==> config.mk <==
export PLATFORM = sky130hd
export DESIGN_NAME = next_pc_select
export DESIGN_NICKNAME = d
export VERILOG_FILES = /design/src/logic/bpu_pkg.sv /design/src/logic/next_pc_select.sv
export SDC_FILE = /design/constraint.sdc
export NUM_CORES = 1
export LEC_CHECK = 0
export BUFFER_PORTS_ARGS = -buffer_cell sky130_fd_sc_hd__buf_2
export CAP_MARGIN = 5
export CORE_ASPECT_RATIO = 0.8
export CORE_MARGIN = 3
export CORE_UTILIZATION = 48
export DETAILED_ROUTE_END_ITERATION = 10
export PLACE_DENSITY = 0.88
export SLEW_MARGIN = 20
export SYNTH_ARGS = -nofsm -noshare
export SYNTH_HDL_FRONTEND = slang
export SYNTH_SLANG_ARGS = --single-unit
==> constraint.sdc <==
create_clock -name vclk -period 3.51
set_input_delay 0.5265 -clock vclk [all_inputs]
set_output_delay 0.5265 -clock vclk [all_outputs]
set_load 0.02 [all_outputs]
==> src/logic/bpu_pkg.sv <==
package bpu_pkg;

    // datapath
    localparam int xlen = 32;
    localparam int hist_width = 16;

    // pattern history table, indexed by pc[9:1] ^ history[8:0]
    localparam int pht_entries = 512;
    localparam int pht_index_width = 9;
    localparam int pht_index_lsb = 1;

    // branch target buffer, index pc[9:2], tag from the top pc bits
    localparam int btb_entries = 256;
    localparam int btb_index_width = 8;
    localparam int btb_index_lsb = 2;
    localparam int btb_tag_width = 14;

    // return stack, pointer counts 0..ras_depth
    localparam int ras_depth = 32;
    localparam int ras_ptr_width = 6;

    // link register x1
    localparam logic [4:0] ret_reg = 5'd1;

    typedef enum logic [6:0] {
        op_branch = 7'b1100011,
        op_jal    = 7'b1101111,
        op_jalr   = 7'b1100111
    } opcode_t;

    typedef enum logic [2:0] {
        kind_none,
        kind_branch,
        kind_jal,
        kind_jalr_plain,
        kind_call_jal,
        kind_call_jalr,
        kind_ret
    } branch_kind_t;

    typedef logic [1:0] ctr_t;

    localparam ctr_t ctr_weak_nt = 2'b01;

endpackage

==> src/logic/next_pc_select.sv <==
`timescale 1ns/1ps

module next_pc_select
    import bpu_pkg::*;
(
    input  logic            flush_i,
    input  logic [xlen-1:0] if_pc_i,
    input  branch_kind_t    kind_i,
    input  logic [xlen-1:0] branch_offset_i,
    input  logic [xlen-1:0] jal_offset_i,
    input  logic            btb_hit_i,
    input  logic [xlen-1:0] btb_target_i,
    input  logic            dir_taken_i,
    input  logic            ras_valid_i,
    input  logic [xlen-1:0] ras_addr_i,
    output logic            branch_or_not_o,
    output logic [xlen-1:0] pdt_pc_o,
    output logic            pdt_res_o
);

    logic [xlen-1:0] seq_pc;

    assign seq_pc          = if_pc_i + 32'd4;
    assign branch_or_not_o = (kind_i != kind_none) && !flush_i;

    always_comb begin
        pdt_res_o = 1'b0;
        pdt_pc_o  = seq_pc;
        if (!flush_i) begin
            case (kind_i)
                kind_ret: begin
                    // stack first, btb as fallback
                    if (ras_valid_i) begin
                        pdt_res_o = 1'b1;
                        pdt_pc_o  = ras_addr_i;
                    end else if (btb_hit_i) begin
                        pdt_res_o = 1'b1;
                        pdt_pc_o  = btb_target_i;
                    end
                end
                kind_jalr_plain, kind_call_jalr: begin
                    if (btb_hit_i) begin
                        pdt_res_o = 1'b1;
                        pdt_pc_o  = btb_target_i;
                    end
                end
                kind_jal, kind_call_jal: begin
                    pdt_res_o = 1'b1;
                    pdt_pc_o  = if_pc_i + jal_offset_i;
                end
                kind_branch: begin
                    if (dir_taken_i) begin
                        pdt_res_o = 1'b1;
                        pdt_pc_o  = btb_hit_i ? btb_target_i : if_pc_i + branch_offset_i;
                    end
                end
                default: ;
            endcase
        end
    end

endmodule

* After elaboration in Yosys (flattened, before gate mapping)
Index checks and enable logic that the tools add are counted.
** Storage, ports and cells
- Bits in registers :: 0
- Input port bits :: 167
- Output and inout port bits :: 34
** Operators by class
- Reductions and logical operators :: 5
- Equality and inequality tests :: 6
- Add/sub/neg operators :: 3
- Muxes and demuxes :: 11
** Operators by type and width (count)
- $mux 32 :: 5
- $pmux 32 s4 :: 1
- $add 32x32->32 :: 2
- $add 32x3->32 const B :: 1
- $eq 3x3->1 const B :: 3
- $eq 3x2->1 const B :: 2
- $mux 1 :: 4
- $pmux 1 s4 :: 1
- $reduce_or 2->1 :: 2
- $eq 3x1->1 const B :: 1
- $reduce_bool 3->1 :: 1
- $logic_and 1x1->1 :: 1
- $logic_not 1->1 :: 1

* Logic depth before layout (Yosys ltp)
Gate-level depths: netlist of the first run.
- Word-level depth :: 5
- Mapped depth :: 11

* Worst setup path before layout of the first run
Ideal clock, no wire load.
- Path kind :: input to output
- Start :: input port if_pc_i[0]
- End :: output port pdt_pc_o[28]
- Required time :: 2.984 ns
- Path slack :: 0.024 ns
- Arrival :: 2.960 ns
- Stages :: 11
- Cells stage by stage :: ha_1 -> inv_1 -> fa_1 -> and2b_1 -> o211ai_2 -> a2111o_1 -> a211oi_1 -> o21ai_1 -> or4_1 -> a31oi_1 -> a211o_1
** On the way
- Word-level cells in the longest chain between the ends :: 5
- Elaborated cells between the ends (all ways) :: 9
- Those cells by class :: add/sub: 3; mux: 6
** Ends and longest elaborated chain
- start, declared :: line next_pc_select.sv:7 : input logic [xlen-1:0] if_pc_i,
- $add 32x32->32 or $add 32x3->32 (tied branches) :: line next_pc_select.sv:54, next_pc_select.sv:23
- $mux 32, on equally long branches :: line next_pc_select.sv:54, next_pc_select.sv:36, next_pc_select.sv:42
- $mux 32, on equally long branches :: line next_pc_select.sv:52, next_pc_select.sv:33
- $pmux 32 s4 :: line next_pc_select.sv:30 : case (kind_i)
- $mux 32 * :: line next_pc_select.sv:29 : if (!flush_i) begin
- end, declared :: line next_pc_select.sv:17 : output logic [xlen-1:0] pdt_pc_o,
Mark *: on every way between the ends. The rest lies on a longest branch, timed or not.

* Final worst setup path of the first run
Same ends and word-level chain as after synthesis.

==> results of run 1 <==
[worst paths after layout]
kind                        from  cells past startpoint              end  slack (ps)
worst max-delay path  if_pc_i[0]                     14     pdt_pc_o[28]        -190
worst min-delay path     flush_i                      3  branch_or_not_o        1450
[worst max-delay path: cells and delay by family]
family                   cells  cell delay [ps]
adder cells (fa/ha/maj)      2              460
AO/OA/AOI/OAI                6             1140
buffers and inverters        4              400
AND/OR/NAND/NOR              2              650
[cell type report]
| class | count | area (um^2) |
|---|---|---|
| Inverter | 27 | 101 |
| Tap cell | 144 | 180 |
| Fill cell | 767 | 2410 |
| Multi-Input combinational cell | 757 | 5930 |
| Timing Repair Buffer | 365 | 2440 |
[stage by stage]
stage,utilization,TNS [ps]
5_1_grt,0.782,-2060
2_1_floorplan,-,0
3_5_place_dp,0.689,-3600
6_report,0.782,-863
4_1_cts,0.736,-212
3_3_place_gp,0.689,-3240
[power groups by stage]
| stage | Clock [uW] | Sequential, uW | Combinational (uW) |
|---|---|---|---|
| 2_1_floorplan | 0 | 0 | 815 |
| 3_3_place_gp | 0 | 0 | 1380 |
| 3_5_place_dp | 0 | 0 | 1390 |
| 4_1_cts | 0 | 0 | 1510 |
| 5_1_grt | 0 | 0 | 1800 |
| 6_report | 0 | 0 | 1700 |
[layout by cell type, fill, tap and decap left out, types with 8 or more instances in the layout]
| cell | synthesis | layout |
|---|---|---|
| a21o_1 | 28 | 28 |
| a21oi_1 | 75 | 58 |
| a21oi_2 | 3 | 16 |
| a222oi_1 | 15 | 15 |
| a22oi_1 | 11 | 10 |
| a31oi_1 | 16 | 9 |
| buf_2 | 10 | 179 |
| buf_4 | 0 | 152 |
| buf_6 | 1 | 30 |
| ha_1 | 63 | 51 |
| ha_4 | 0 | 11 |
| inv_1 | 26 | 24 |
| nand2_1 | 74 | 73 |
| nand2b_1 | 13 | 13 |
| nand3_1 | 37 | 36 |
| nand4_1 | 28 | 28 |
| nor2_1 | 67 | 65 |
| nor3_1 | 14 | 12 |
| o211ai_1 | 11 | 11 |
| o21a_1 | 11 | 11 |
| o21ai_0 | 54 | 46 |
| o21ai_1 | 5 | 8 |
| o22ai_1 | 14 | 13 |
| xnor2_1 | 47 | 40 |
| xor2_1 | 26 | 23 |
[cells by family (layout without fill, tap and decap cells)]
logic type      after synthesis  after routing  synth area share
xor+xnor                     73             73             0.116
fa+ha+maj                    65             65             0.150
buf+inv                      77            392            0.0563
simple gates                280            280             0.249
compound gates              330            330             0.413
mux                           9              9            0.0167
[repair_timing]
| action | 4_1_cts | 5_1_grt |
|---|---|---|
| gates resized for setup | 85 | 90 |
| endpoints found under the setup margin | 21 | 24 |
| buffers inserted | 13 | 8 |
| pin swaps | 46 | 56 |
[per-layer routing]
layer,track usage,vias to the layer above,share of wire
met5,0,-,0
met4,0.117,0,0.039
met3,0.0825,116,0.15
met2,0.609,692,0.42
met1,0.542,3925,0.39
li1,-,3838,-
==> impl_metrics.ini, run 1 <==
[status]
status = finished, violations left
failed_checks = negative setup slack

[finish]
seq_cells = 0
clock_buffers = 0
n_antenna_cell = 0
ff_latch_area_um2 = 0
area_growth_pct = 56.5
instances_no_fill = 1293
drive_above_1_share = 0.415
final_area_mm2 = 0.00865
fin_nets = 1383

[synthesis]
synth_area_leaders = ha_1 14%, xnor2_1 7.4%, a21oi_1 6.8%
ys_types = 74
yosys.area.top_type = ha_1
ys_seq_area_frac = 0
synthTopCellsByCount = 75 x a21oi_1, 74 x nand2_1, 67 x nor2_1, 63 x ha_1, 54 x o21ai_0
yosys.cell_count.top_type = a21oi_1
synth_top_cell_area_share = 0.143
synth_area_mm2 = 0.00553
ys_warn_count = 0
syn_avg_cell_area_um2 = 6.63
synthCells = 834
synthesis.nets = 1066

[place]
placed_area_mm2 = 0.00762
place_ws_ps = -292
portBuffers = 201
place_hpwl_um = 21200
gp_congestion = 1.02
dp.cells = 1274

[grt]
grt_pass1_wl_um = 40700
grt_max_degree = 27
antenna_found_initial = 0
grtUsageTotal = 0.390
grt_pass1_vias = 7913
gr-total-overflow = 0

[sta]
fin_crit_sh = 1.05
setup_slack_ps = -186
period_minus_slack_ps = 3700
setup_viol = 15
worst_slew_pin_slew_ps = 641
hold_viol_final = 0
rsz0062_at_grt = yes
fmax_mhz = 271
whs_ps = 1450
final_max_slew_viol_count = 0
relSlewSlack = 0.571

[power_and_ir_drop]
irDropWorstVdd_mv = 0.115
swShare = 0.548
power_frac_comb = 1.000
power_density_mw_per_mm2 = 196
switching_power_uw = 931
intPower_uw = 769
clockPowerShare = 0
fin_total_pwr_uw = 1700
leakage_uw = 0.00392
sequentialPowerShare = 0

[route]
drc_errors = 0
ant_nets = 0
drt_pass1_iterations = 9
vias_per_cell = 6.63
drt_iter0_markers = 1234
wl_um = 27700
vias = 8571
wire_per_inst_um = 21.4

[clock_tree]
cts_hold_buf = 0

[die]
io-pin-count = 201
dieArea_mm2 = 0.0129
rows = 34
die_x_um = 126
start_util = 0.500
die_h_um = 102
core_mm2 = 0.0111

[setup_path]
slowest_delay_ps = 420
path_cells = buf_8, ha_4, inv_2, fa_2, and2b_1, o211ai_2, a2111o_1, a211oi_2, buf_4, o21ai_4, or4_4, a31oi_1, a211o_1, buf_6
end_kind = output pin
critPathKind = input pin to output pin
cp.required_ps = 2980
arrival_ps = 3170
slowest_stage = or4_4
path_max_fanout = 2
startpoint_type = input pin

[hold_path]
min_path_type = input pin to output pin

[run]
cap_violations = 0
No activity file was read; power rests on OpenSTA's default activity.
==> run 2: changes to the inputs <==
Settings changed: CELL_PAD_IN_SITES_DETAIL_PLACEMENT set to 1, CELL_PAD_IN_SITES_GLOBAL_PLACEMENT set to 2, CORE_UTILIZATION 48 to 25.
==> run 2 against run 1 <==
Against the previous run:
- the run still ends with negative setup slack left
- largest power group unchanged
- highest routed layer unchanged
- final cell count up 13%
- global-route usage is 13 points lower
- core utilization down 36 points
- non-clock buffer count is 32 higher
- via count fell by 2.0%
==> impl_metrics.ini, run 2 (synthesis results as in run 1) <==
[sta]
hold_viol_final = 0
rsz0062_at_grt = yes
setup_viol = 19
fin_crit_sh = 1.09
worst_slew_pin_slew_ps = 728
fin_tns_setup_ps = -1740
period_minus_slack_ps = 3820
relSlewSlack = 0.513
setup_slack_ps = -314
final_max_slew_viol_count = 0
fmax_mhz = 262

[power_and_ir_drop]
power_density_mw_per_mm2 = 200
leakage_uw = 0.00415
irDropWorstVdd_mv = 0.0756
fin_total_pwr_uw = 1840

[finish]
layout_commonest_cell = buf_4
ff_latch_area_um2 = 0
fin_nets = 1415
drive_above_1_share = 0.437
final_cell_mix = 182 x buf_4, 172 x buf_2, 73 x nand2_1
clock_buffers = 0
seq_cells = 0
n_antenna_cell = 0
area_growth_pct = 66.4
fin_util = 0.425
n_fill_cell = 2714

[setup_path]
slowest_delay_ps = 420
critPathKind = input pin to output pin
cp.required_ps = 2980
end_kind = output pin
startpoint_type = input pin
path_max_fanout = 2
slowest_stage = or4_1
arrival_ps = 3300
path_cells = buf_8, ha_4, inv_2, fa_2, and2b_1, o211ai_2, a2111o_1, a211oi_2, buf_4, o21ai_4, or4_1, a31oi_1, a211o_1, buf_6

[route]
drt_pass1_iterations = 7
wire_per_inst_um = 23.1
drc_errors = 0
vias_per_cell = 5.77
wl_um = 33600
ant_nets = 0
drt_iter0_markers = 828
vias = 8402

[place]
place_hpwl_um = 27500
portBuffers = 201
gp_congestion = 0.949

[die]
die_h_um = 139
start_util = 0.256
io-pin-count = 201
die_x_um = 172
dieArea_mm2 = 0.0239
core_mm2 = 0.0216
rows = 48

[hold_path]
min_path_type = input pin to output pin
min_path_cells = 3
min_to = branch_or_not_o
hp-start = flush_i

[grt]
grt_pass1_wl_um = 48700
grtUsageTotal = 0.258
antenna_found_initial = 0
grt_max_degree = 22
gr-total-overflow = 0
grt_pass1_vias = 8560

[run]
cap_violations = 0

[clock_tree]
cts_hold_buf = 0

[status]
failed_checks = negative setup slack
status = finished, violations left
[run 2: cell count changes in the layout (fill, tap and decap cells not counted), sizes merged]
cell	delta
buf	+32
[run 2: through the flow]
step	hold slack (ps)	std cells	instance area [um^2]	setup WS, ps
6_report	1450	1456	9200	-314
5_1_grt	1470	1456	9200	-397
4_1_cts	1440	1454	8840	-215
3_5_place_dp	1440	1441	8050	-434
3_3_place_gp	1440	1441	8050	-406
2_1_floorplan	1130	834	5530	23.7
[run 2: what timing repair did]
| action | 4_1_cts | 5_1_grt |
|---|---|---|
| endpoints found under the setup margin | 23 | 25 |
| pin swaps | 72 | 64 |
| setup buffers | 17 | 8 |
| gates resized for setup | 138 | 68 |
[run 2: layout make-up]
class	count	area, um^2	share of cell area
Inverter	27	101	0.0110
Multi-Input combinational cell	757	6020	0.655
Timing Repair Buffer	397	2730	0.297
Tap cell	275	344	0.0374
[run 2: metal layers]
layer	wire length [um]	global-route usage	up-vias	share of wire
met1	15300	0.368	4107	0.46
met3	2360	0.0282	41	0.070
met5	0	0	-	0
met2	15300	0.426	349	0.45
li1	-	-	3905	-
met4	644	0.0370	0	0.019
[run 2: worst max-delay path, delay by kind of cell]
family	cells	cell delay (ps)
AO/OA/AOI/OAI	6	1240
AND/OR/NAND/NOR	2	650
buffers and inverters	4	410
adder cells (fa/ha/maj)	2	460
[run 2: report_power, final]
| group | switching (uW) | internal [uW] |
|---|---|---|
| logic | 1010 | 835 |
| clock network | 0 | 0 |
| registers | 0 | 0 |
| total | 1010 | 835 |
[run 2: worst max-delay path by stage]
stage | startpoint | endpoint | slack [ps] | depth (start not counted)
global route | if_pc_i[0] | pdt_pc_o[28] | -400 | 14
floorplan | if_pc_i[0] | pdt_pc_o[28] | 20 | 11
detailed placement | if_pc_i[0] | pdt_pc_o[28] | -430 | 14
global placement | if_pc_i[0] | pdt_pc_o[28] | -410 | 14
CTS | if_pc_i[0] | pdt_pc_o[28] | -220 | 14
finish | if_pc_i[0] | pdt_pc_o[28] | -310 | 14
