==> src/logic/bpu_pkg.sv <==
package bpu_pkg;

    // datapath
    localparam int xlen = 32;
    localparam int hist_width = 16;

    // pattern history table, indexed by pc[9:1] ^ history[8:0]
    localparam int pht_entries = 512;
    localparam int pht_index_width = 9;
    localparam int pht_index_lsb = 1;

    // branch target buffer, index pc[9:2], tag from the top pc bits
    localparam int btb_entries = 256;
    localparam int btb_index_width = 8;
    localparam int btb_index_lsb = 2;
    localparam int btb_tag_width = 14;

    // return stack, pointer counts 0..ras_depth
    localparam int ras_depth = 32;
    localparam int ras_ptr_width = 6;

    // link register x1
    localparam logic [4:0] ret_reg = 5'd1;

    typedef enum logic [6:0] {
        op_branch = 7'b1100011,
        op_jal    = 7'b1101111,
        op_jalr   = 7'b1100111
    } opcode_t;

    typedef enum logic [2:0] {
        kind_none,
        kind_branch,
        kind_jal,
        kind_jalr_plain,
        kind_call_jal,
        kind_call_jalr,
        kind_ret
    } branch_kind_t;

    typedef logic [1:0] ctr_t;

    localparam ctr_t ctr_weak_nt = 2'b01;

endpackage

==> src/logic/inst_decode.sv <==
`timescale 1ns/1ps

module inst_decode
    import bpu_pkg::*;
(
    input  logic [xlen-1:0] inst_i,
    output branch_kind_t    kind_o,
    output logic [xlen-1:0] branch_offset_o,
    output logic [xlen-1:0] jal_offset_o
);

    logic [4:0] rd;
    logic [4:0] rs1;

    assign rd  = inst_i[11:7];
    assign rs1 = inst_i[19:15];

    always_comb begin
        kind_o = kind_none;
        case (inst_i[6:0])
            op_branch: kind_o = kind_branch;
            // jal writing a link register is a call
            op_jal:    kind_o = (rd != 5'd0) ? kind_call_jal : kind_jal;
            op_jalr: begin
                if (rd == 5'd0 && rs1 == ret_reg) begin
                    kind_o = kind_ret;
                end else if (rd != 5'd0) begin
                    kind_o = kind_call_jalr;
                end else begin
                    kind_o = kind_jalr_plain;
                end
            end
            default:   kind_o = kind_none;
        endcase
    end

    // b-type and j-type immediates
    assign branch_offset_o = {{20{inst_i[31]}}, inst_i[7], inst_i[30:25], inst_i[11:8], 1'b0};
    assign jal_offset_o = {{12{inst_i[31]}}, inst_i[19:12], inst_i[20], inst_i[30:21], 1'b0};

endmodule

==> config.mk <==
export PLATFORM = sky130hd
export DESIGN_NAME = inst_decode
export DESIGN_NICKNAME = d
export VERILOG_FILES = /design/src/logic/bpu_pkg.sv /design/src/logic/inst_decode.sv
export SDC_FILE = /design/constraint.sdc
export NUM_CORES = 1
export LEC_CHECK = 0
export BUFFER_PORTS_ARGS = -buffer_cell sky130_fd_sc_hd__buf_4
export CAP_MARGIN = 0
export CORE_ASPECT_RATIO = 0.8
export CORE_MARGIN = 2
export CORE_UTILIZATION = 30
export DETAILED_ROUTE_END_ITERATION = 8
export PLACE_DENSITY = 0.95
export SYNTH_ARGS = -nofsm -noshare
export SYNTH_HDL_FRONTEND = slang
export SYNTH_SLANG_ARGS = --single-unit
==> constraint.sdc <==
create_clock -name vclk -period 2.75
set_input_delay 0.4125 -clock vclk [all_inputs]
set_output_delay 0.4125 -clock vclk [all_outputs]
set_load 0.01 [all_outputs]
# --- After elaboration in Yosys (flattened, before gate mapping) ---
# Cells that the tools add are included.
totals:
  reg_bits: 0
  inputBits: 32
  out_inout_bits: 67
  wordCells: 11
classes:
  eq_ne: 4
  mux: 4
  n_reduce_logical: 3
ops:
  columns: ["op", "count"]
  rows:
  - ["$eq A7 B7 Y1 const B", 3]
  - ["$mux W3", 3]
  - ["$pmux W3 S3", 1]
  - ["$eq A5 B1 Y1 const B", 1]
  - ["$logic_not A5 Y1", 1]
  - ["$reduce_bool A5 Y1", 1]
  - ["$logic_and A1 B1 Y1", 1]

# --- Logic depth before layout (Yosys ltp) ---
# Gate-level depths: netlist of run 1.
logic_depth:
  ltp_word: 4
  depth_mapped: 3
  ltp_nobuf: 3

# --- Least setup slack after synthesis of run 1 ---
# No wires, ideal clock.
synth_timing:
  path_kind: "input to output"
  from: "input port inst_i[18]"
  to: "output port kind_o[2]"
  arrival_time_ns: 1.226
  setup_slack_ns: 1.112
  stages: 3
  cell_sequence: "nand2b_4 > or4b_4 > a21oi_2"
synth_via:
  elab_chain_len: 4
synth_rtl:
  columns: ["item", "line", "rtl"]
  rows:
  - ["start, declared", "inst_decode.sv:6", "input logic [xlen-1:0] inst_i,"]
  - ["$eq A5 B1 Y1", "inst_decode.sv:25", "if (rd == 5'd0 && rs1 == ret_reg) begin"]
  - ["$logic_and A1 B1 Y1", "inst_decode.sv:25", null]
  - ["$mux W3", "inst_decode.sv:25", null]
  - ["$pmux W3 S3", "inst_decode.sv:20", "case (inst_i[6:0])"]
  - ["end, declared", "inst_decode.sv:7", "output branch_kind_t kind_o,"]
# Every way passes these cells.

# --- Worst setup path after layout of run 1 ---
layout_timing:
  from: "input port inst_i[9]"
  to: "output port kind_o[0]"
layout_via:
  elab_chain_len: 4
layout_rtl:
  columns: ["item", "line"]
  rows:
  - ["$logic_not A5 Y1", "inst_decode.sv:25"]
  - ["$logic_and A1 B1 Y1", "inst_decode.sv:25"]
  - ["$mux W3", "inst_decode.sv:25"]
  - ["$pmux W3 S3", "inst_decode.sv:20"]
# Every way passes these cells.

==> results.ini, run 1 <==
[worst_setup_path]
worst_path_largest_cell_delay_ns=0.53
criticalPathCategory=input pin to output port
crit_required_ns=2.34
cp-end-kind=output port
worst_path_most_repeated_cell=buf_4
cp-start-kind=input pin
crit_family=simple AND/OR/NAND/NOR gates
cp_slowest_cell=or4_4
cp_max_fo=2
crit_chain=buf_4 > or4_4 > nor2_2 > a31oi_1 > buf_4
worst-path-stages=5
path_buf_inv=2
arrival_ns=1.46

[placed_design]
port_buffers=30
gp_congestion=0.579
postPlaceCellArea_um2=360
dpl.hpwl_um=727

[routing]
wl_met1_um=171
drt-wirelength-per-cell_um=11.9
top_layer=met4
first_pass_iters=1
drc=0
drt-total-wl_um=808
drt-initial-drc-count=0
vias_per_cell=3.94
wl_met3_um=189
route.met2.wl_um=423
ant_nets=0
vias=268

[synthesis]
avgSynthCellArea_um2=7.56
ys_top_cells_by_area=buf_4, nand2b_4, or4b_4
yosys_warnings=0
synthDominantCellAreaShare=0.826
syn_area_um2=582
yosysUniqueCellTypes=14
ys_seq_area_frac=0
yosysTopAreaCell=buf_4
synth.most_common_cell=buf_4
synth_cells=77

[pwr]
seq_power_share=0
ir_drop_mv=0.0354
p_switching_mw=0.0165
p_per_area_nw_per_um2=123
sw_frac_of_total=0.371
p_int_mw=0.0279
pwr-share-comb=1.000
power_mw=0.0443
p_leak_nw=0.182
power_frac_clock=0

[global_route]
grt_util_all_layers=0.0605
grt_pass1_vias=240
grt_pass1_wl_um=1070
grt_max_degree=33
overflow=0
antenna_found_initial=0

[layout]
seq_area_um2=0
insertedDiodeCount=0
nFillCells=209
fin_area_um2=360
nNetsFinal=78
areaGrowthSynthToFinish_pct=-38.1
drive_gt1_frac=0.795
seq_cell_count=0
nClkBuffers=0

[sta]
post-route-period-util=0.680
whs_ns=0.825
min_period_ns=1.87
hold_viol=0
finalSetupTns_ns=0
setup_viol_count_final=0
final_max_slew_viol_count=0
fmax_ghz=0.535
rsz0062_at_grt=no

[min_path]
whs_path_depth=0
worstHoldStart=inst_i[12]
hold_end=jal_offset_o[12]
hp-class=input pin to output port

[cts]
cts-resized-gates=0
cts_hold_buf=0
cts_setup_buffers=0

[flow_run]
drv_cap=0

[floorplan]
fp-row-count=14
chipHeight_um=43.4
die_x_um=53.2
start_util=0.313
io_pins=99
coreArea_um2=1860
die_area_um2=2310

[outcome]
status=finished, final reports clean

## power groups by stage
stage                     logic [mW]  clock network [mW]  registers, mW
after floorplan                0.101                   0              0
after global placement        0.0437                   0              0
after detailed placement      0.0448                   0              0
after CTS                     0.0448                   0              0
after global routing          0.0481                   0              0
final                         0.0443                   0              0
## per-stage QoR
step,utilization,worst slack [ns],cells
final,0.194,0.881,68
after global routing,0.194,0.844,68
after CTS,0.194,0.872,68
after detailed placement,0.194,0.872,68
after global placement,0.194,0.902,68
after floorplan,-,1.11,78
## layout by cell type, fill, tap and decap left out, drive strengths merged
cell type / Yosys / final
buf: 64 / 30
conb: 1 / 2
nor2: 2 / 2
or4: 1 / 1
nand2b: 1 / 1
or4b: 1 / 1
and4b: 1 / 1
nand3: 1 / 1
a21oi: 1 / 1
nor3: 1 / 1
nor4: 1 / 1
nand3b: 1 / 1
a31oi: 1 / 1
## worst max-delay path by stage
stage               start   endpoint  slack (ns)
2_1_floorplan  inst_i[18]  kind_o[2]        1.11
4_1_cts        inst_i[18]  kind_o[2]        0.87
3_3_place_gp    inst_i[9]  kind_o[0]        0.90
6_report        inst_i[9]  kind_o[0]        0.88
3_5_place_dp   inst_i[18]  kind_o[2]        0.87
5_1_grt         inst_i[9]  kind_o[0]        0.84
## layer usage
metal | vias to the layer above | global-route usage
met3 | 7 | 0.0172
met2 | 43 | 0.143
met5 | - | 0
li1 | 112 | -
met1 | 106 | 0.0380
met4 | 0 | 0.0205
## final cells by class
cell class	count	area, um^2	area share
well taps	24	30.0	0.0833
repair buffers	30	225	0.625
multi-input cells	14	105	0.292
## cell families after synthesis
logic type | Yosys count | synth area share
AO/OA/AOI/OAI | 2 | 0.0258
buffers and inverters | 64 | 0.826
other | 1 | 0.00645
AND/OR/NAND/NOR | 10 | 0.142
Note: power is estimated with default switching activity, not from simulation.
==> run 2, diff against run 1 <==
--- a/config.mk
+++ b/config.mk
@@ -9,9 +9,9 @@
 export CAP_MARGIN = 0
 export CORE_ASPECT_RATIO = 0.8
 export CORE_MARGIN = 2
-export CORE_UTILIZATION = 30
+export CORE_UTILIZATION = 26
 export DETAILED_ROUTE_END_ITERATION = 8
-export PLACE_DENSITY = 0.95
+export PLACE_DENSITY = 0.89
 export SYNTH_ARGS = -nofsm -noshare
 export SYNTH_HDL_FRONTEND = slang
 export SYNTH_SLANG_ARGS = --single-unit
==> constraint.sdc (replaced) <==
create_clock -name vclk -period 1.65
set_input_delay 0.2475 -clock vclk [all_inputs]
set_output_delay 0.2475 -clock vclk [all_outputs]
set_load 0.01 [all_outputs]
==> run 2 against run 1 <==
  * Final cell count increased by 1.5%
  * Setup slack got worse by 0.76 ns
  * Final area increased by 0.35%
  * Global-route usage decreased by 1.3 points
  * Non-clock buffer count unchanged
  * Die area increased by 14%
  * Critical path depth unchanged
  * Via count decreased by 9.7%
  * Hold slack got worse by 0.33 ns
  * First-iteration DRC count increased by 4
  * Routed wire length decreased by 9.0%
  * Sequential cell count unchanged
==> results.ini, run 2 (synthesized netlist as in run 1, its figures left out) <==
[outcome]
status=finished, final reports clean

[worst_setup_path]
cp-start-kind=input pin
criticalPathCategory=input pin to output port
worst_path_most_repeated_cell=buf_4
worst-path-stages=5
crit_required_ns=1.40
crit_chain=buf_4 > or4_4 > nor2_2 > a31oi_1 > buf_4
cp_slowest_cell=or4_4
cp-end-kind=output port
path_buf_inv=2
cp_max_fo=2
crit_family=simple AND/OR/NAND/NOR gates
arrival_ns=1.28
worst_path_largest_cell_delay_ns=0.53

[global_route]
grt_pass1_wl_um=1030
grt_max_degree=33
grt_util_all_layers=0.0475
grt_pass1_vias=239
overflow=0
antenna_found_initial=0

[routing]
ant_nets=0
drc=0
drt-initial-drc-count=4
drt-total-wl_um=735
first_pass_iters=2
drt-wirelength-per-cell_um=10.7
vias=242
vias_per_cell=3.51

[layout]
insertedDiodeCount=0
nClkBuffers=0
seq_cell_count=0
seq_area_um2=0
areaGrowthSynthToFinish_pct=-37.8
nNetsFinal=78
mostFrequentLayoutCell=buf_4
drive_gt1_frac=0.795
final_cells=69
layout_common_cells=buf_4, conb_1

[sta]
hold_viol=0
rsz0062_at_grt=no
setup_viol_count_final=0
fmax_ghz=0.653
finalSetupTns_ns=0
post-route-period-util=0.928
min_period_ns=1.53
final_max_slew_viol_count=0

[placed_design]
dpl.hpwl_um=650
gp_congestion=0.657
port_buffers=30
dp.cells=69

[pwr]
pwr-share-comb=1.000
p_int_mw=0.0465
p_per_area_nw_per_um2=204
seq_power_share=0
ir_drop_mv=0.0724
p_switching_mw=0.0273
power_frac_clock=0
sw_frac_of_total=0.370
p_leak_nw=0.182

[floorplan]
start_util=0.272
die_x_um=56.9
fp-row-count=15
io_pins=99
coreArea_um2=2140
die_area_um2=2630
chipHeight_um=46.3

[min_path]
hp-class=input pin to output port
whs_path_depth=0

[cts]
cts_setup_buffers=0
cts_hold_buf=0
cts-resized-gates=0

[flow_run]
drv_cap=0

==> run 2: cell counts in the layout (fill, tap and decap cells not counted) <==
No cell type changed its count.
==> run 2: stage by stage <==
stage	total power, mW	utilization	instance area (um^2)	setup WS (ns)	hold slack, ns
3_3_place_gp	0.0727	0.169	362	0.135	0.495
2_1_floorplan	0.168	-	586	0.342	0.549
3_5_place_dp	0.0743	0.169	362	0.110	0.495
5_1_grt	0.0792	0.169	362	0.0426	0.495
6_report	0.0738	0.169	362	0.119	0.495
4_1_cts	0.0745	0.169	362	0.109	0.495
==> run 2: area by class of cell <==
| cell class | count | area, um^2 |
|---|---|---|
| fill | 241 | 1780 |
| timing repair buffer | 30 | 225 |
| multi-input combinational | 14 | 105 |
| tap | 25 | 31.3 |
==> run 2: worst paths after layout <==
| kind | from | end |
|---|---|---|
| setup / recovery | inst_i[9] | kind_o[0] |
| hold / removal | inst_i[21] | jal_offset_o[1] |
==> run 2: power by group through the flow <==
stage,combinational [mW],clock [mW],sequential [mW]
3_3_place_gp,0.0727,0,0
3_5_place_dp,0.0743,0,0
4_1_cts,0.0745,0,0
5_1_grt,0.0792,0,0
2_1_floorplan,0.168,0,0
6_report,0.0738,0,0
==> run 2: per-layer routing <==
metal | vias to the layer above | GRT usage | wire length [um]
li1 | 113 | - | -
met1 | 102 | 0.0361 | 157
met2 | 27 | 0.110 | 397
met3 | 0 | 0.0225 | 180
met4 | 0 | 0.00465 | 0
met5 | - | 0 | 0
==> run 3, diff against run 2 <==
--- a/config.mk
+++ b/config.mk
@@ -5,13 +5,13 @@
 export SDC_FILE = /design/constraint.sdc
 export NUM_CORES = 1
 export LEC_CHECK = 0
-export BUFFER_PORTS_ARGS = -buffer_cell sky130_fd_sc_hd__buf_4
+export BUFFER_PORTS_ARGS = -buffer_cell sky130_fd_sc_hd__buf_2
 export CAP_MARGIN = 0
 export CORE_ASPECT_RATIO = 0.8
 export CORE_MARGIN = 2
 export CORE_UTILIZATION = 26
 export DETAILED_ROUTE_END_ITERATION = 8
-export PLACE_DENSITY = 0.89
+export PLACE_DENSITY = 0.8
 export SYNTH_ARGS = -nofsm -noshare
 export SYNTH_HDL_FRONTEND = slang
 export SYNTH_SLANG_ARGS = --single-unit
==> constraint.sdc (replaced) <==
create_clock -name vclk -period 1.3
set_input_delay 0.195 -clock vclk [all_inputs]
set_output_delay 0.195 -clock vclk [all_outputs]
set_load 0.01 [all_outputs]
==> run 3 against run 2 <==
  * The flow now finishes with violations (negative setup slack)
  * Core utilization fell by 1.6 points
  * Count of clock-buffer cells in the layout did not move
  * Critical path type unchanged
  * Highest routed layer is now met4
  * Sequential share of layout area did not move
==> results.ini, run 3 (synthesized netlist as in run 1, its figures left out) <==
[sta]
rsz0062_at_grt=yes
final_max_slew_viol_count=0
hold_viol=0
min_period_ns=1.37
finalSetupTns_ns=-0.165
fin_ws_ns=-0.0697
fmax_ghz=0.730
post-route-period-util=1.05
setup_viol_count_final=3

[pwr]
p_leak_nw=0.178
ir_drop_mv=0.0826
p_per_area_nw_per_um2=247
p_int_mw=0.0454
p_switching_mw=0.0352
seq_power_share=0
pwr-share-comb=1.000
sw_frac_of_total=0.437
power_frac_clock=0

[worst_setup_path]
cp-start-kind=input pin
cp_max_fo=2
cp_slowest_cell=or4_4
crit_required_ns=1.11
arrival_ns=1.17
criticalPathCategory=input pin to output port
cp-end-kind=output port
worst_path_largest_cell_delay_ns=0.55
crit_chain=buf_6 > or4_4 > nor2_4 > a31oi_1 > buf_2

[layout]
nFillCells=239
nClkBuffers=0
layout_common_cells=buf_2, buf_4, conb_1, buf_6
seq_area_um2=0
insertedDiodeCount=0
fin_area_um2=327
nNetsFinal=81
areaGrowthSynthToFinish_pct=-43.9
seq_cell_count=0
drive_gt1_frac=0.809
mostFrequentLayoutCell=buf_2

[outcome]
status=finished with violations
violations=negative setup slack

[floorplan]
io_pins=99
coreArea_um2=2140
die_area_um2=2630
start_util=0.272
die_x_um=56.9
chipHeight_um=46.3
fp-row-count=15

[placed_design]
gp_congestion=0.728
dpl.hpwl_um=563
port_buffers=30
postPlaceCellArea_um2=309

[routing]
wl_met3_um=195
first_pass_iters=2
route.met2.wl_um=330
drt-initial-drc-count=8
drc=0
wl_met1_um=167
top_layer=met4
vias=252
drt-wirelength-per-cell_um=9.69
ant_nets=0
vias_per_cell=3.50
drt-total-wl_um=698

[min_path]
worstHoldStart=inst_i[14]
whs_path_depth=0
hp-class=input pin to output port
hold_end=jal_offset_o[14]

[global_route]
grt_max_degree=33
grt_pass1_wl_um=1020
grt_pass1_vias=247
overflow=0
grt_util_all_layers=0.0469
antenna_found_initial=0

[cts]
cts_setup_buffers=0
cts_hold_buf=0

[flow_run]
drv_cap=0

run 3: cell types whose count changed in the layout (fill, tap and decap cells not counted):
cell	before	now
nor2_4	0	1
buf_4	30	3
buf_2	0	28
buf_6	0	2
nor2_2	1	0
run 3: worst max path at each step:
stage | startpoint | to | slack, ns | cells past startpoint
final | inst_i[9] | kind_o[0] | -0.07 | 5
after global placement | inst_i[18] | kind_o[2] | -0.10 | 5
after global routing | inst_i[9] | kind_o[0] | -0.1 | 5
after detailed placement | inst_i[9] | kind_o[0] | -0.11 | 5
after CTS | inst_i[9] | kind_o[0] | -0.08 | 5
after floorplan | inst_i[18] | kind_o[2] | 0.1 | 3
run 3: through the flow:
stage | cells | hold slack, ns | setup slack, ns | total power, mW | utilization
6_report | 72 | 0.390 | -0.0697 | 0.0806 | 0.153
5_1_grt | 72 | 0.390 | -0.0975 | 0.0882 | 0.153
3_5_place_dp | 72 | 0.390 | -0.105 | 0.0762 | 0.144
3_3_place_gp | 72 | 0.390 | -0.103 | 0.0754 | 0.144
2_1_floorplan | 78 | 0.444 | 0.0968 | 0.214 | -
4_1_cts | 72 | 0.390 | -0.0777 | 0.0811 | 0.153
run 3: final cells by class:
type                            count  area, um^2  share of cell area
Timing Repair Buffer               33         185               0.567
Multi-Input combinational cell     14         110               0.337
Tap cell                           25        31.3              0.0958
run 3: critical path: cells and delay by family:
family / cells / cell delay [ns]
and+or+nand+nor: 2 / 0.66
buffers and inverters: 2 / 0.24
AOI/OAI and AO/OA: 1 / 0.09
run 3: timing repair:
item	4_1_cts	5_1_grt
pin swaps	2	1
resized for setup	3	0
endpoints found under the setup margin	3	3
run 3: power groups by stage:
stage / clock network [mW] / registers, mW / logic (mW)
5_1_grt: 0 / 0 / 0.0882
3_5_place_dp: 0 / 0 / 0.0762
2_1_floorplan: 0 / 0 / 0.214
3_3_place_gp: 0 / 0 / 0.0754
6_report: 0 / 0 / 0.0806
4_1_cts: 0 / 0 / 0.0811
run 3: routing by layer:
metal / vias up / track usage
met1: 103 / 0.0328
met3: 2 / 0.0309
met5: - / 0
met2: 27 / 0.106
met4: 0 / 0.00465
li1: 120 / -
