## src/logic/bpu_pkg.sv

```systemverilog
package bpu_pkg;

    // datapath
    localparam int xlen = 32;
    localparam int hist_width = 16;

    // pattern history table, indexed by pc[9:1] ^ history[8:0]
    localparam int pht_entries = 512;
    localparam int pht_index_width = 9;
    localparam int pht_index_lsb = 1;

    // branch target buffer, index pc[9:2], tag from the top pc bits
    localparam int btb_entries = 256;
    localparam int btb_index_width = 8;
    localparam int btb_index_lsb = 2;
    localparam int btb_tag_width = 14;

    // return stack, pointer counts 0..ras_depth
    localparam int ras_depth = 32;
    localparam int ras_ptr_width = 6;

    // link register x1
    localparam logic [4:0] ret_reg = 5'd1;

    typedef enum logic [6:0] {
        op_branch = 7'b1100011,
        op_jal    = 7'b1101111,
        op_jalr   = 7'b1100111
    } opcode_t;

    typedef enum logic [2:0] {
        kind_none,
        kind_branch,
        kind_jal,
        kind_jalr_plain,
        kind_call_jal,
        kind_call_jalr,
        kind_ret
    } branch_kind_t;

    typedef logic [1:0] ctr_t;

    localparam ctr_t ctr_weak_nt = 2'b01;

endpackage

```

## src/logic/resolve_if.sv

```systemverilog
`timescale 1ns/1ps

interface resolve_if
    import bpu_pkg::*;
();

    logic                  commit;
    logic                  restore;
    logic                  taken;
    branch_kind_t          kind;
    logic [xlen-1:0]       pc;
    logic [xlen-1:0]       target;
    logic [hist_width-1:0] history;

    modport source (
        output commit, restore, taken, kind, pc, target, history
    );

    modport sink (
        input commit, restore, taken, kind, pc, target, history
    );

endinterface

```

## src/logic/return_stack.sv

```systemverilog
`timescale 1ns/1ps

module return_stack
    import bpu_pkg::*;
(
    input  logic            clk,
    input  logic            rst,
    resolve_if.sink         res,
    output logic            top_valid_o,
    output logic [xlen-1:0] top_addr_o
);

    logic [xlen-1:0] stack_q [ras_depth];

    logic [ras_ptr_width-1:0] ptr_q;
    logic [ras_ptr_width-1:0] top_ptr;
    logic                     push;
    logic                     pop;
    logic                     full;
    logic [xlen-1:0]          link_addr;

    assign push      = res.commit && (res.kind inside {kind_call_jal, kind_call_jalr});
    assign pop       = res.commit && (res.kind == kind_ret);
    assign full      = (ptr_q >= ras_depth);
    assign link_addr = res.pc + 32'd4;

    assign top_ptr     = ptr_q - 1'b1;
    assign top_valid_o = (ptr_q != '0);
    assign top_addr_o  = stack_q[top_ptr[ras_ptr_width-2:0]];

    always_ff @(posedge clk) begin
        if (rst) begin
            ptr_q <= '0;
        end else if (push) begin
            // overflow wraps to the bottom entry
            ptr_q <= full ? ras_ptr_width'(1) : ptr_q + 1'b1;
        end else if (pop && top_valid_o) begin
            ptr_q <= top_ptr;
        end
    end

    always_ff @(posedge clk) begin
        if (push) begin
            if (full) begin
                stack_q[0] <= link_addr;
            end else begin
                stack_q[ptr_q[ras_ptr_width-2:0]] <= link_addr;
            end
        end
    end

    a_ptr_in_range : assert property (
        @(posedge clk) disable iff (rst) ptr_q <= ras_depth
    );

endmodule

```

## src/flat_wrapper.sv

```systemverilog
// flat-port wrapper written by rule: the top's interface ports become plain ports
module return_stack_flat import bpu_pkg::*;
  (clk, rst, top_valid_o, top_addr_o, res_commit, res_restore, res_taken, res_kind, res_pc, res_target, res_history);
  resolve_if res_i ();
  input  logic clk;
  input  logic rst;
  output logic top_valid_o;
  output logic [xlen-1:0] top_addr_o;
  input wire logic [$bits(res_i.commit)-1:0] res_commit;
  input wire logic [$bits(res_i.restore)-1:0] res_restore;
  input wire logic [$bits(res_i.taken)-1:0] res_taken;
  input wire logic [$bits(res_i.kind)-1:0] res_kind;
  input wire logic [$bits(res_i.pc)-1:0] res_pc;
  input wire logic [$bits(res_i.target)-1:0] res_target;
  input wire logic [$bits(res_i.history)-1:0] res_history;
  assign res_i.commit = res_commit;
  assign res_i.restore = res_restore;
  assign res_i.taken = res_taken;
  assign res_i.kind = res_kind;
  assign res_i.pc = res_pc;
  assign res_i.target = res_target;
  assign res_i.history = res_history;
  return_stack u_core (.clk(clk), .rst(rst), .res(res_i), .top_valid_o(top_valid_o), .top_addr_o(top_addr_o));
endmodule
```

## config.mk

```make
export PLATFORM = sky130hd
export DESIGN_NAME = return_stack_flat
export DESIGN_NICKNAME = d
export VERILOG_FILES = /design/src/logic/bpu_pkg.sv /design/src/logic/resolve_if.sv /design/src/logic/return_stack.sv /design/src/flat_wrapper.sv
export SDC_FILE = /design/constraint.sdc
export NUM_CORES = 1
export LEC_CHECK = 0
export CAP_MARGIN = 20
export CELL_PAD_IN_SITES_DETAIL_PLACEMENT = 1
export CELL_PAD_IN_SITES_GLOBAL_PLACEMENT = 1
export CORE_MARGIN = 1.5
export CORE_UTILIZATION = 56
export CTS_BUF_LIST = sky130_fd_sc_hd__clkbuf_4 sky130_fd_sc_hd__clkbuf_8 sky130_fd_sc_hd__clkbuf_16
export DETAILED_ROUTE_END_ITERATION = 7
export DONT_BUFFER_PORTS = 1
export PLACE_DENSITY = 0.91
export SLEW_MARGIN = 20
export SYNTH_ARGS = -nofsm -noshare
export SYNTH_HDL_FRONTEND = slang
export SYNTH_SLANG_ARGS = --single-unit
```

## constraint.sdc

```tcl
create_clock -name clk -period 5.15 [get_ports clk]
set_input_delay 0.2575 -clock clk [delete_from_list [all_inputs] [get_ports clk]]
set_output_delay 0.2575 -clock clk [all_outputs]
set_load 0.02 [all_outputs]
```

---- Yosys cells after proc, flatten, opt, wreduce, memory -nomap -nowiden ----
Memory sizes are Yosys's and may differ from the RTL's.
Cells that the tools add are included.
operators by class
  $add $sub $neg .......................... 3
  $lt $le $gt $ge ......................... 1
  equal/unequal tests ..................... 3
  multiplexer cells ....................... 12
  reduce and logical (&&, ||, !) cells .... 7
operators by type and width
  operator               number
  $add 32x3->32 const B  1
  $mux 32                1
  $reduce_or 32->1       1
  $mux 6                 3
  $eq 3x3->1 const B     3
  $mux 1                 7
  $add 6x1->6 const B    1
  $ge 6x6->1 const B     1
  $reduce_bool 6->1      1
  $sub 6x1->6 const B    1
  $mux 5                 1
  $reduce_bool 2->1      2
  $logic_and 1x1->1      3
word-level totals
  register bits after elaboration ......... 6
  RAM bits ................................ 1024
  input bits .............................. 88
  output and inout port bits .............. 33
  memories kept ........................... 1
memory list
  memory          depth  bits a word  rd ports  clocked after Yosys merged registers in  wr ports  line                source
  u_core.stack_q  32     32           1         0                                        1         return_stack.sv:13  logic [xlen-1:0] stack_q [ras_depth];

---- Logic depth before layout (Yosys ltp) ----
Gate-level depths: netlist of the first run.
  depth after elaboration ................. 7
  gate-level depth with buffers ........... 13

---- Least setup slack after synthesis of the first run ----
Ideal clock, no wire load.
  path type ............................... register to register
  from .................................... reg u_core.ptr_q[0]
  to ...................................... mem u_core.stack_q[3][0], enable pin
  arrival time ............................ 3.361 ns
  path slack .............................. 1.328 ns
  stages on the path, launching flop included .. 7
  buffers on the path ..................... 4
  clock period less this slack ............ 3.822 ns
  cells stage by stage .................... dfxtp_1 -> buf_6 -> buf_8 -> buf_6 -> clkbuf_8 -> nand2_1 -> nor3_1
on the way
  word-level cells in the longest chain between the ends .. 6
  elaborated cells on any way between the ends .. 10
  those cells by class .................... order compare (1); mux (8); reduce/logical (1)
RTL lines
  element                                                   line                source
  start, declared                                           return_stack.sv:15  logic [ras_ptr_width-1:0] ptr_q;
  start signal, assigned                                    return_stack.sv:36  ptr_q <= full ? ras_ptr_width'(1) : ptr_q + 1'b1;
  start signal, assigned                                    return_stack.sv:38  ptr_q <= top_ptr;
  $ge 6x6->1                                                return_stack.sv:24  assign full = (ptr_q >= ras_depth);
  $mux 1                                                    return_stack.sv:44  if (full) begin
  $mux 1                                                    return_stack.sv:43  if (push) begin
  $mux 1 (implied by the code)                              return_stack.sv:47  stack_q[ptr_q[ras_ptr_width-2:0]] <= link_addr;
  $reduce_or 32->1 (no source line)                         --
  $mux 5 (no source line) / $mux 1 (equally long branches)  --
  end, declared                                             return_stack.sv:13
Several ways; a longest one is shown, not always the timed one.

---- Worst setup path after layout of the first run ----
  from .................................... reg u_core.ptr_q[1]
  to ...................................... out top_addr_o[29]
on the way
  word-level cells in the longest chain between the ends .. 2
RTL lines
  element        line                source
  $sub 6x1->6    return_stack.sv:27  assign top_ptr = ptr_q - 1'b1;
  $mem_v2 32x32  --
  end, declared  flat_wrapper.sv:8   output logic [xlen-1:0] top_addr_o;
No other way between the ends.

==> results of run 1 <==
-- layout make-up --
type | count | area share, %
Timing Repair Buffer | 84 | 1.90
Sequential cell | 1030 | 66.9
Multi-Input combinational cell | 732 | 21.4
Tap cell | 950 | 2.58
Inverter | 6 | 0.0488
Clock inverter | 61 | 1.44
Clock buffer | 119 | 5.69
-- repair_timing --
item                       4_1_cts  5_1_grt
hold buffers                     6        3
hold endpoints to repair        70       11
buffers inserted                 0        1
setup endpoints to repair        0        4
-- layout by cell type, fill, tap and decap left out, drive strengths merged, types with 8 or more instances in the layout --
cell	count
nor2	42
dlygate4sd3	9
bufinv	13
nand2	149
mux2i	33
edfxtp	1024
a211oi	34
a311oi	32
nand3	20
a32o	32
xnor2	22
and2	37
buf	75
clkbuf	119
mux4	256
clkinv	40
a21oi	8
inv	11
xor2	9
-- critical path, stage by stage, from the launching register on --
cell and delay (ns):
dfxtp_1 0.86, inv_1 0.32, ha_1 0.50, nand2b_1 0.29, nor2_1 0.10, a22oi_1 0.24
nand2_2 0.53, buf_4 0.50, a311oi_2 0.84
-- sequential cells by signal (all words and copies together) (netlist names) --
register        flops
u_core.ptr_q        6
u_core.stack_q   1024
-- stage by stage --
step           total power, uW  instance area, sq um  hold slack [ns]  std cells
6_report                 19800                 46100           0.0105       2982
5_1_grt                  20100                 46100          0.00211       2982
4_1_cts                  19700                 45800          0.00206       2973
3_5_place_dp             12200                 42400            0.329       2787
3_3_place_gp             12000                 42400            0.323       2787
2_1_floorplan            11400                 40900            0.327       1873
-- power by group through the flow --
stage | registers (uW) | clock network, uW | logic [uW]
2_1_floorplan | 9450 | 0 | 1910
3_3_place_gp | 9480 | 0 | 2550
3_5_place_dp | 9490 | 0 | 2670
4_1_cts | 9310 | 7620 | 2810
5_1_grt | 9300 | 7830 | 2960
6_report | 9300 | 7610 | 2890
-- layer usage --
layer	share of wire (%)	GRT usage (%)
met1	33	44.4
met2	49	54.7
met3	12	7.64
met4	6.1	18.1
met5	0.013	0
-- cells by family (layout without fill, tap and decap cells) --
kind of cell / after synthesis / count (layout) / share of synthesized area, %
xor gates and xnor gates: 31 / 31 / 0.701
adders and majority gates: 4 / 4 / 0.122
AOI/OAI and AO/OA: 123 / 123 / 3.37
buffers and inverters: 111 / 270 / 2.04
DFF: 1030 / 1030 / 75.5
muxes: 290 / 290 / 15.0
and+or+nand+nor: 284 / 284 / 3.22
-- final timing paths --
| path | end | cells past startpoint | start | slack (ns) |
|---|---|---|---|---|
| worst max-delay path | top_addr_o[29] | 8 | u_core.ptr_q[1] | -0.01 |
| worst min-delay path | u_core.stack_q[10][4] | 2 | res_pc[4] | 0.01 |
| worst max register to register | u_core.stack_q[1][23] | 4 | u_core.ptr_q[5] | 1.25 |
| worst min register to register | u_core.ptr_q[5] | 2 | u_core.ptr_q[5] | 0.62 |
==> flow_summary.yaml, run 1 <==
status:
  status: "finished with violations"
  violations: "negative setup slack"
synthesis:
  netlist.area_leader.share_pct: 75.3
  yosys.cell_count.top_type: "edfxtp_1"
  synthTopCellsByCount: "edfxtp_1 (1024), mux4_2 (250), nand2_1 (149)"
  synth_edf_count: 1024
  synthesis.nets: 1965
  netlist_instances: 1873
  ys_warn_count: 0
  yosys.area.top_type: "edfxtp_1"
  synthArstFlopShare_pct: 0
  ys_seq_area_share_pct: 75.5
  yosysUniqueCellTypes: 55
  synth.avg_cell_area_sq_um: 21.8
  synth-seq-cells: 1030
  synth_area_leaders: "edfxtp_1 (75%), mux4_2 (14%), nand2_1 (1.4%)"
  synth_flop_cell: "edfxtp_1"
  syn_area_sq_mm: 0.0409
route:
  vias: 22100
  drt-initial-drc-count: 3516
  drc: 0
  wl_microns: 127000
  drt-vias-per-instance: 7.42
  drt-wirelength-per-cell_microns: 42.7
  firstDrtPassIters: 5
  ant_nets: 0
sta:
  timing.slew.headroom_pct: 21.4
  fin_crit_sh_pct: 100
  rsz0062_at_grt: "false"
  timing_hold_violations_final: 0
  fin_skew_ns: 0.0306
  final.setup.tns_ns: -0.0121
  max_freq_mhz: 194
  finalCriticalPeriod_ns: 5.16
  slew_viol_final: 0
  worstMarginPinSlew_ns: 1.18
  fin_ws_ns: -0.0121
  setup_violations: 1
floorplanning:
  design.core.area_sq_mm: 0.0719
  die_x_microns: 273
  start_util_pct: 56.9
  ioPinCount: 121
  design.die.area_sq_mm: 0.0746
  die_height_microns: 273
  rows: 98
setup_path:
  crit_path_start_kind: "register"
  end_kind: "output pin"
  critical_path_class: "reg2out"
  path_max_fanout: 19
  crit_required_ns: 4.89
  crit_arrival_ns: 4.90
layout:
  antenna_cells: 0
  drive_above_1_share_pct: 30.2
  area_growth_pct: 12.9
  fin_util_pct: 64.2
  regArea_sq_mm: 0.0309
  finalNetCount: 2042
  fillers: 5715
  multi_input_area_sq_mm: 0.00989
clock_network:
  cts_sinks: 1030
  ctsHtreeMaxLevel: 3
  numCtsBuffers: 96
  cts-root-buf: "clkbuf_16"
  cts_tree: "built"
  clkTransAtPathRegs_ns: 0.07
  cts_resized: 0
  clk_latency_ns: 0.68
  cts.path.max_buffers: 3
power_and_ir_drop:
  ir_drop_mv: 0.369
  switchingPower_uw: 5270
  power_switching_share_pct: 26.6
  p_clk_share_pct: 38.4
  seqPwrFrac_pct: 47.0
  power_density_mw_per_mm2: 429
  combPwrFrac_pct: 14.6
  leakagePower_uw: 0.0142
  p_int_uw: 14500
grt:
  track_usage_pct: 34.2
  grt_max_degree: 92
  grt_overflow: 0
  antenna_found_initial: 2
  grt_pass1_vias: 22900
  grt_pass1_wl_microns: 175000
flow_run:
  max_cap_viol_count: 0
placed_design:
  gp_congestion: 0.773
  hpwl_microns: 62900
  io_buffer_count: 0
  place_ws_ns: 1.04
worst_hold_path:
  hold_path.class: "in2reg"
Note: power is estimated with default switching activity, not from simulation.
==> inputs of run 2 (changes only) <==
- CELL_PAD_IN_SITES_DETAIL_PLACEMENT: 1 -> 2
- CELL_PAD_IN_SITES_GLOBAL_PLACEMENT: 1 -> 2
- CORE_UTILIZATION: 56 -> 51
==> run 2 against run 1 <==
Fmax decreased by 0.65%; core utilization decreased by 4.3 points; clock skew increased by 0.024 ns; register-to-register slack got worse by 0.27 ns; routed wire length increased by 38%; first-iteration DRC count increased by 18%; worst hold slack got worse by 0.0063 ns; the flow still finishes with violations (negative setup slack).
==> flow_summary.yaml, run 2 (synthesis gave the netlist of run 1 again) <==
status:
  status: "finished with violations"
  violations: "negative setup slack"
grt:
  antenna_found_initial: 11
  grt_overflow: 0
  grt_max_degree: 117
  grt_pass1_wl_microns: 219000
  track_usage_pct: 40.8
  grt_pass1_vias: 23600
sta:
  fin_crit_sh_pct: 101
  setup_violations: 2
  finalCriticalPeriod_ns: 5.20
  max_freq_mhz: 192
  timing.slew.headroom_pct: 16.9
  worstMarginPinSlew_ns: 1.25
  timing_hold_violations_final: 0
  slew_viol_final: 0
  fin_skew_ns: 0.0542
  fin_ws_ns: -0.0460
clock_network:
  cts-root-buf: "clkbuf_16"
  cts_setup_buffers: 0
  cts_sinks: 1030
  cts_tree: "built"
  numCtsBuffers: 107
  clk_latency_ns: 0.73
  ctsHtreeMaxLevel: 3
  clkTransAtPathRegs_ns: 0.08
  cts.path.max_buffers: 3
layout:
  drive_above_1_share_pct: 31.3
  largest_reg_flops: 1024
  multi_input_area_sq_mm: 0.00997
  area_growth_pct: 16.0
  finalNetCount: 2086
  top_regs: "u_core.stack_q x1024, u_core.ptr_q x6"
  regArea_sq_mm: 0.0309
  mostFrequentLayoutCell: "edfxtp_1"
  regMostFlops: "u_core.stack_q"
  fillers: 6118
  mostFrequentLayoutCells: "edfxtp_1 (1024), mux4_2 (250), nand2_1 (148)"
route:
  drc: 0
  vias: 23900
  drt-vias-per-instance: 7.62
  wl_microns: 176000
  firstDrtPassIters: 5
  drt-initial-drc-count: 4157
  drt-wirelength-per-cell_microns: 56.0
  ant_nets: 0
placed_design:
  place_ws_ns: 0.731
  hpwl_microns: 92600
  gp_congestion: 0.776
  io_buffer_count: 0
worst_hold_path:
  hp-start: "res_pc[24]"
  hold_path.class: "in2reg"
  holdPathStages: 2
  hold_end: "u_core.stack_q[22][24]"
setup_path:
  crit_required_ns: 4.89
  worstPathCellList: "inv_1 > ha_1 > xor2_1 > nand2_1 > o22ai_4 > buf_4 > a32o_1 > a311oi_2"
  r2r_cells: 4
  crit_path_start_kind: "register"
  slowest_delay_ns: 0.94
  timing.rr.end: "u_core.stack_q[21][2]"
  crit_slowest_cell: "o22ai_4"
  path_max_fanout: 17
  critical_path_class: "reg2out"
  cp_top_family: "compound AO/OA/AOI/OAI gates"
  r2r-start: "u_core.ptr_q[5]"
  end_kind: "output pin"
  regToRegSetupSlack_ns: 0.98
  crit_arrival_ns: 4.94
  crit_buf_inv: 2
floorplanning:
  ioPinCount: 121
  die_height_microns: 286
  die_x_microns: 286
  start_util_pct: 51.6
  design.die.area_sq_mm: 0.0818
  design.core.area_sq_mm: 0.0791
  rows: 103
power_and_ir_drop:
  finalPower_uw: 20900
  ir_drop_mv: 0.411
  leakagePower_uw: 0.0147
  power_density_mw_per_mm2: 441
flow_run:
  max_cap_viol_count: 0
[run 2: cell types whose count changed in the layout (fill, tap and decap cells not counted), sizes merged, moves of 3 or more]
cell | before | now
buf | 75 | 97
clkinv | 40 | 54
dlygate4sd3 | 9 | 20
diode | 0 | 10
clkinvlp | 3 | 7
inv | 11 | 8
[run 2: final cells by class]
class | count | share of cell area (%)
antenna | 10 | 0.0528
inverter | 6 | 0.0475
timing repair buffer | 117 | 3.41
multi-input combinational | 732 | 21.0
clock buffer | 121 | 6.02
clock inverter | 76 | 1.55
sequential | 1030 | 65.1
tap | 1050 | 2.77
[run 2: repair_timing]
| item | 4_1_cts | 5_1_grt |
|---|---|---|
| gates resized for setup | 0 | 6 |
| hold buffers | 5 | 17 |
| setup endpoints to repair | 0 | 12 |
| hold endpoints to repair | 70 | 103 |
[run 2: per-layer routing]
metal | global-route usage [%] | wire length, microns
met5 | 0 | 47
met3 | 7.80 | 16800
met2 | 68.6 | 86900
met1 | 48.0 | 57000
met4 | 27.8 | 15300
[run 2: how the worst max path moves through the flow]
| stage | startpoint | end | slack [ns] | cells after the start |
|---|---|---|---|---|
| floorplan | u_core.ptr_q[0] | u_core.stack_q[3][0] | 1.33 | 6 |
| global placement | u_core.ptr_q[0] | top_addr_o[3] | 1.08 | 6 |
| detailed placement | res_kind[1] | u_core.stack_q[26][20] | 0.73 | 5 |
| CTS | u_core.ptr_q[1] | top_addr_o[1] | 0.006 | 8 |
| global route | u_core.ptr_q[0] | top_addr_o[10] | -0.006 | 6 |
| finish | u_core.ptr_q[1] | top_addr_o[10] | -0.05 | 8 |
[run 2: stage by stage]
stage / instance area (sq um) / cells / util (%) / hold WS (ns) / TNS, ns
2_1_floorplan: 40900 / 1873 / - / 0.327 / 0
3_3_place_gp: 42400 / 2882 / 53.6 / 0.326 / 0
3_5_place_dp: 42500 / 2882 / 53.7 / 0.336 / 0
4_1_cts: 46100 / 3084 / 58.3 / 0.0619 / 0
5_1_grt: 47400 / 3134 / 59.9 / 0.00139 / -0.00586
6_report: 47400 / 3142 / 59.9 / 0.00419 / -0.0485
[run 2: power breakdown]
group | leakage (uW) | total (uW) | internal, uW | switching (uW)
Clock | 0.00176 | 8520 | 4640 | 3880
Combinational | 0.00370 | 3080 | 1020 | 2060
Sequential | 0.00925 | 9310 | 9250 | 57.0
Total | 0.0147 | 20900 | 14900 | 5990
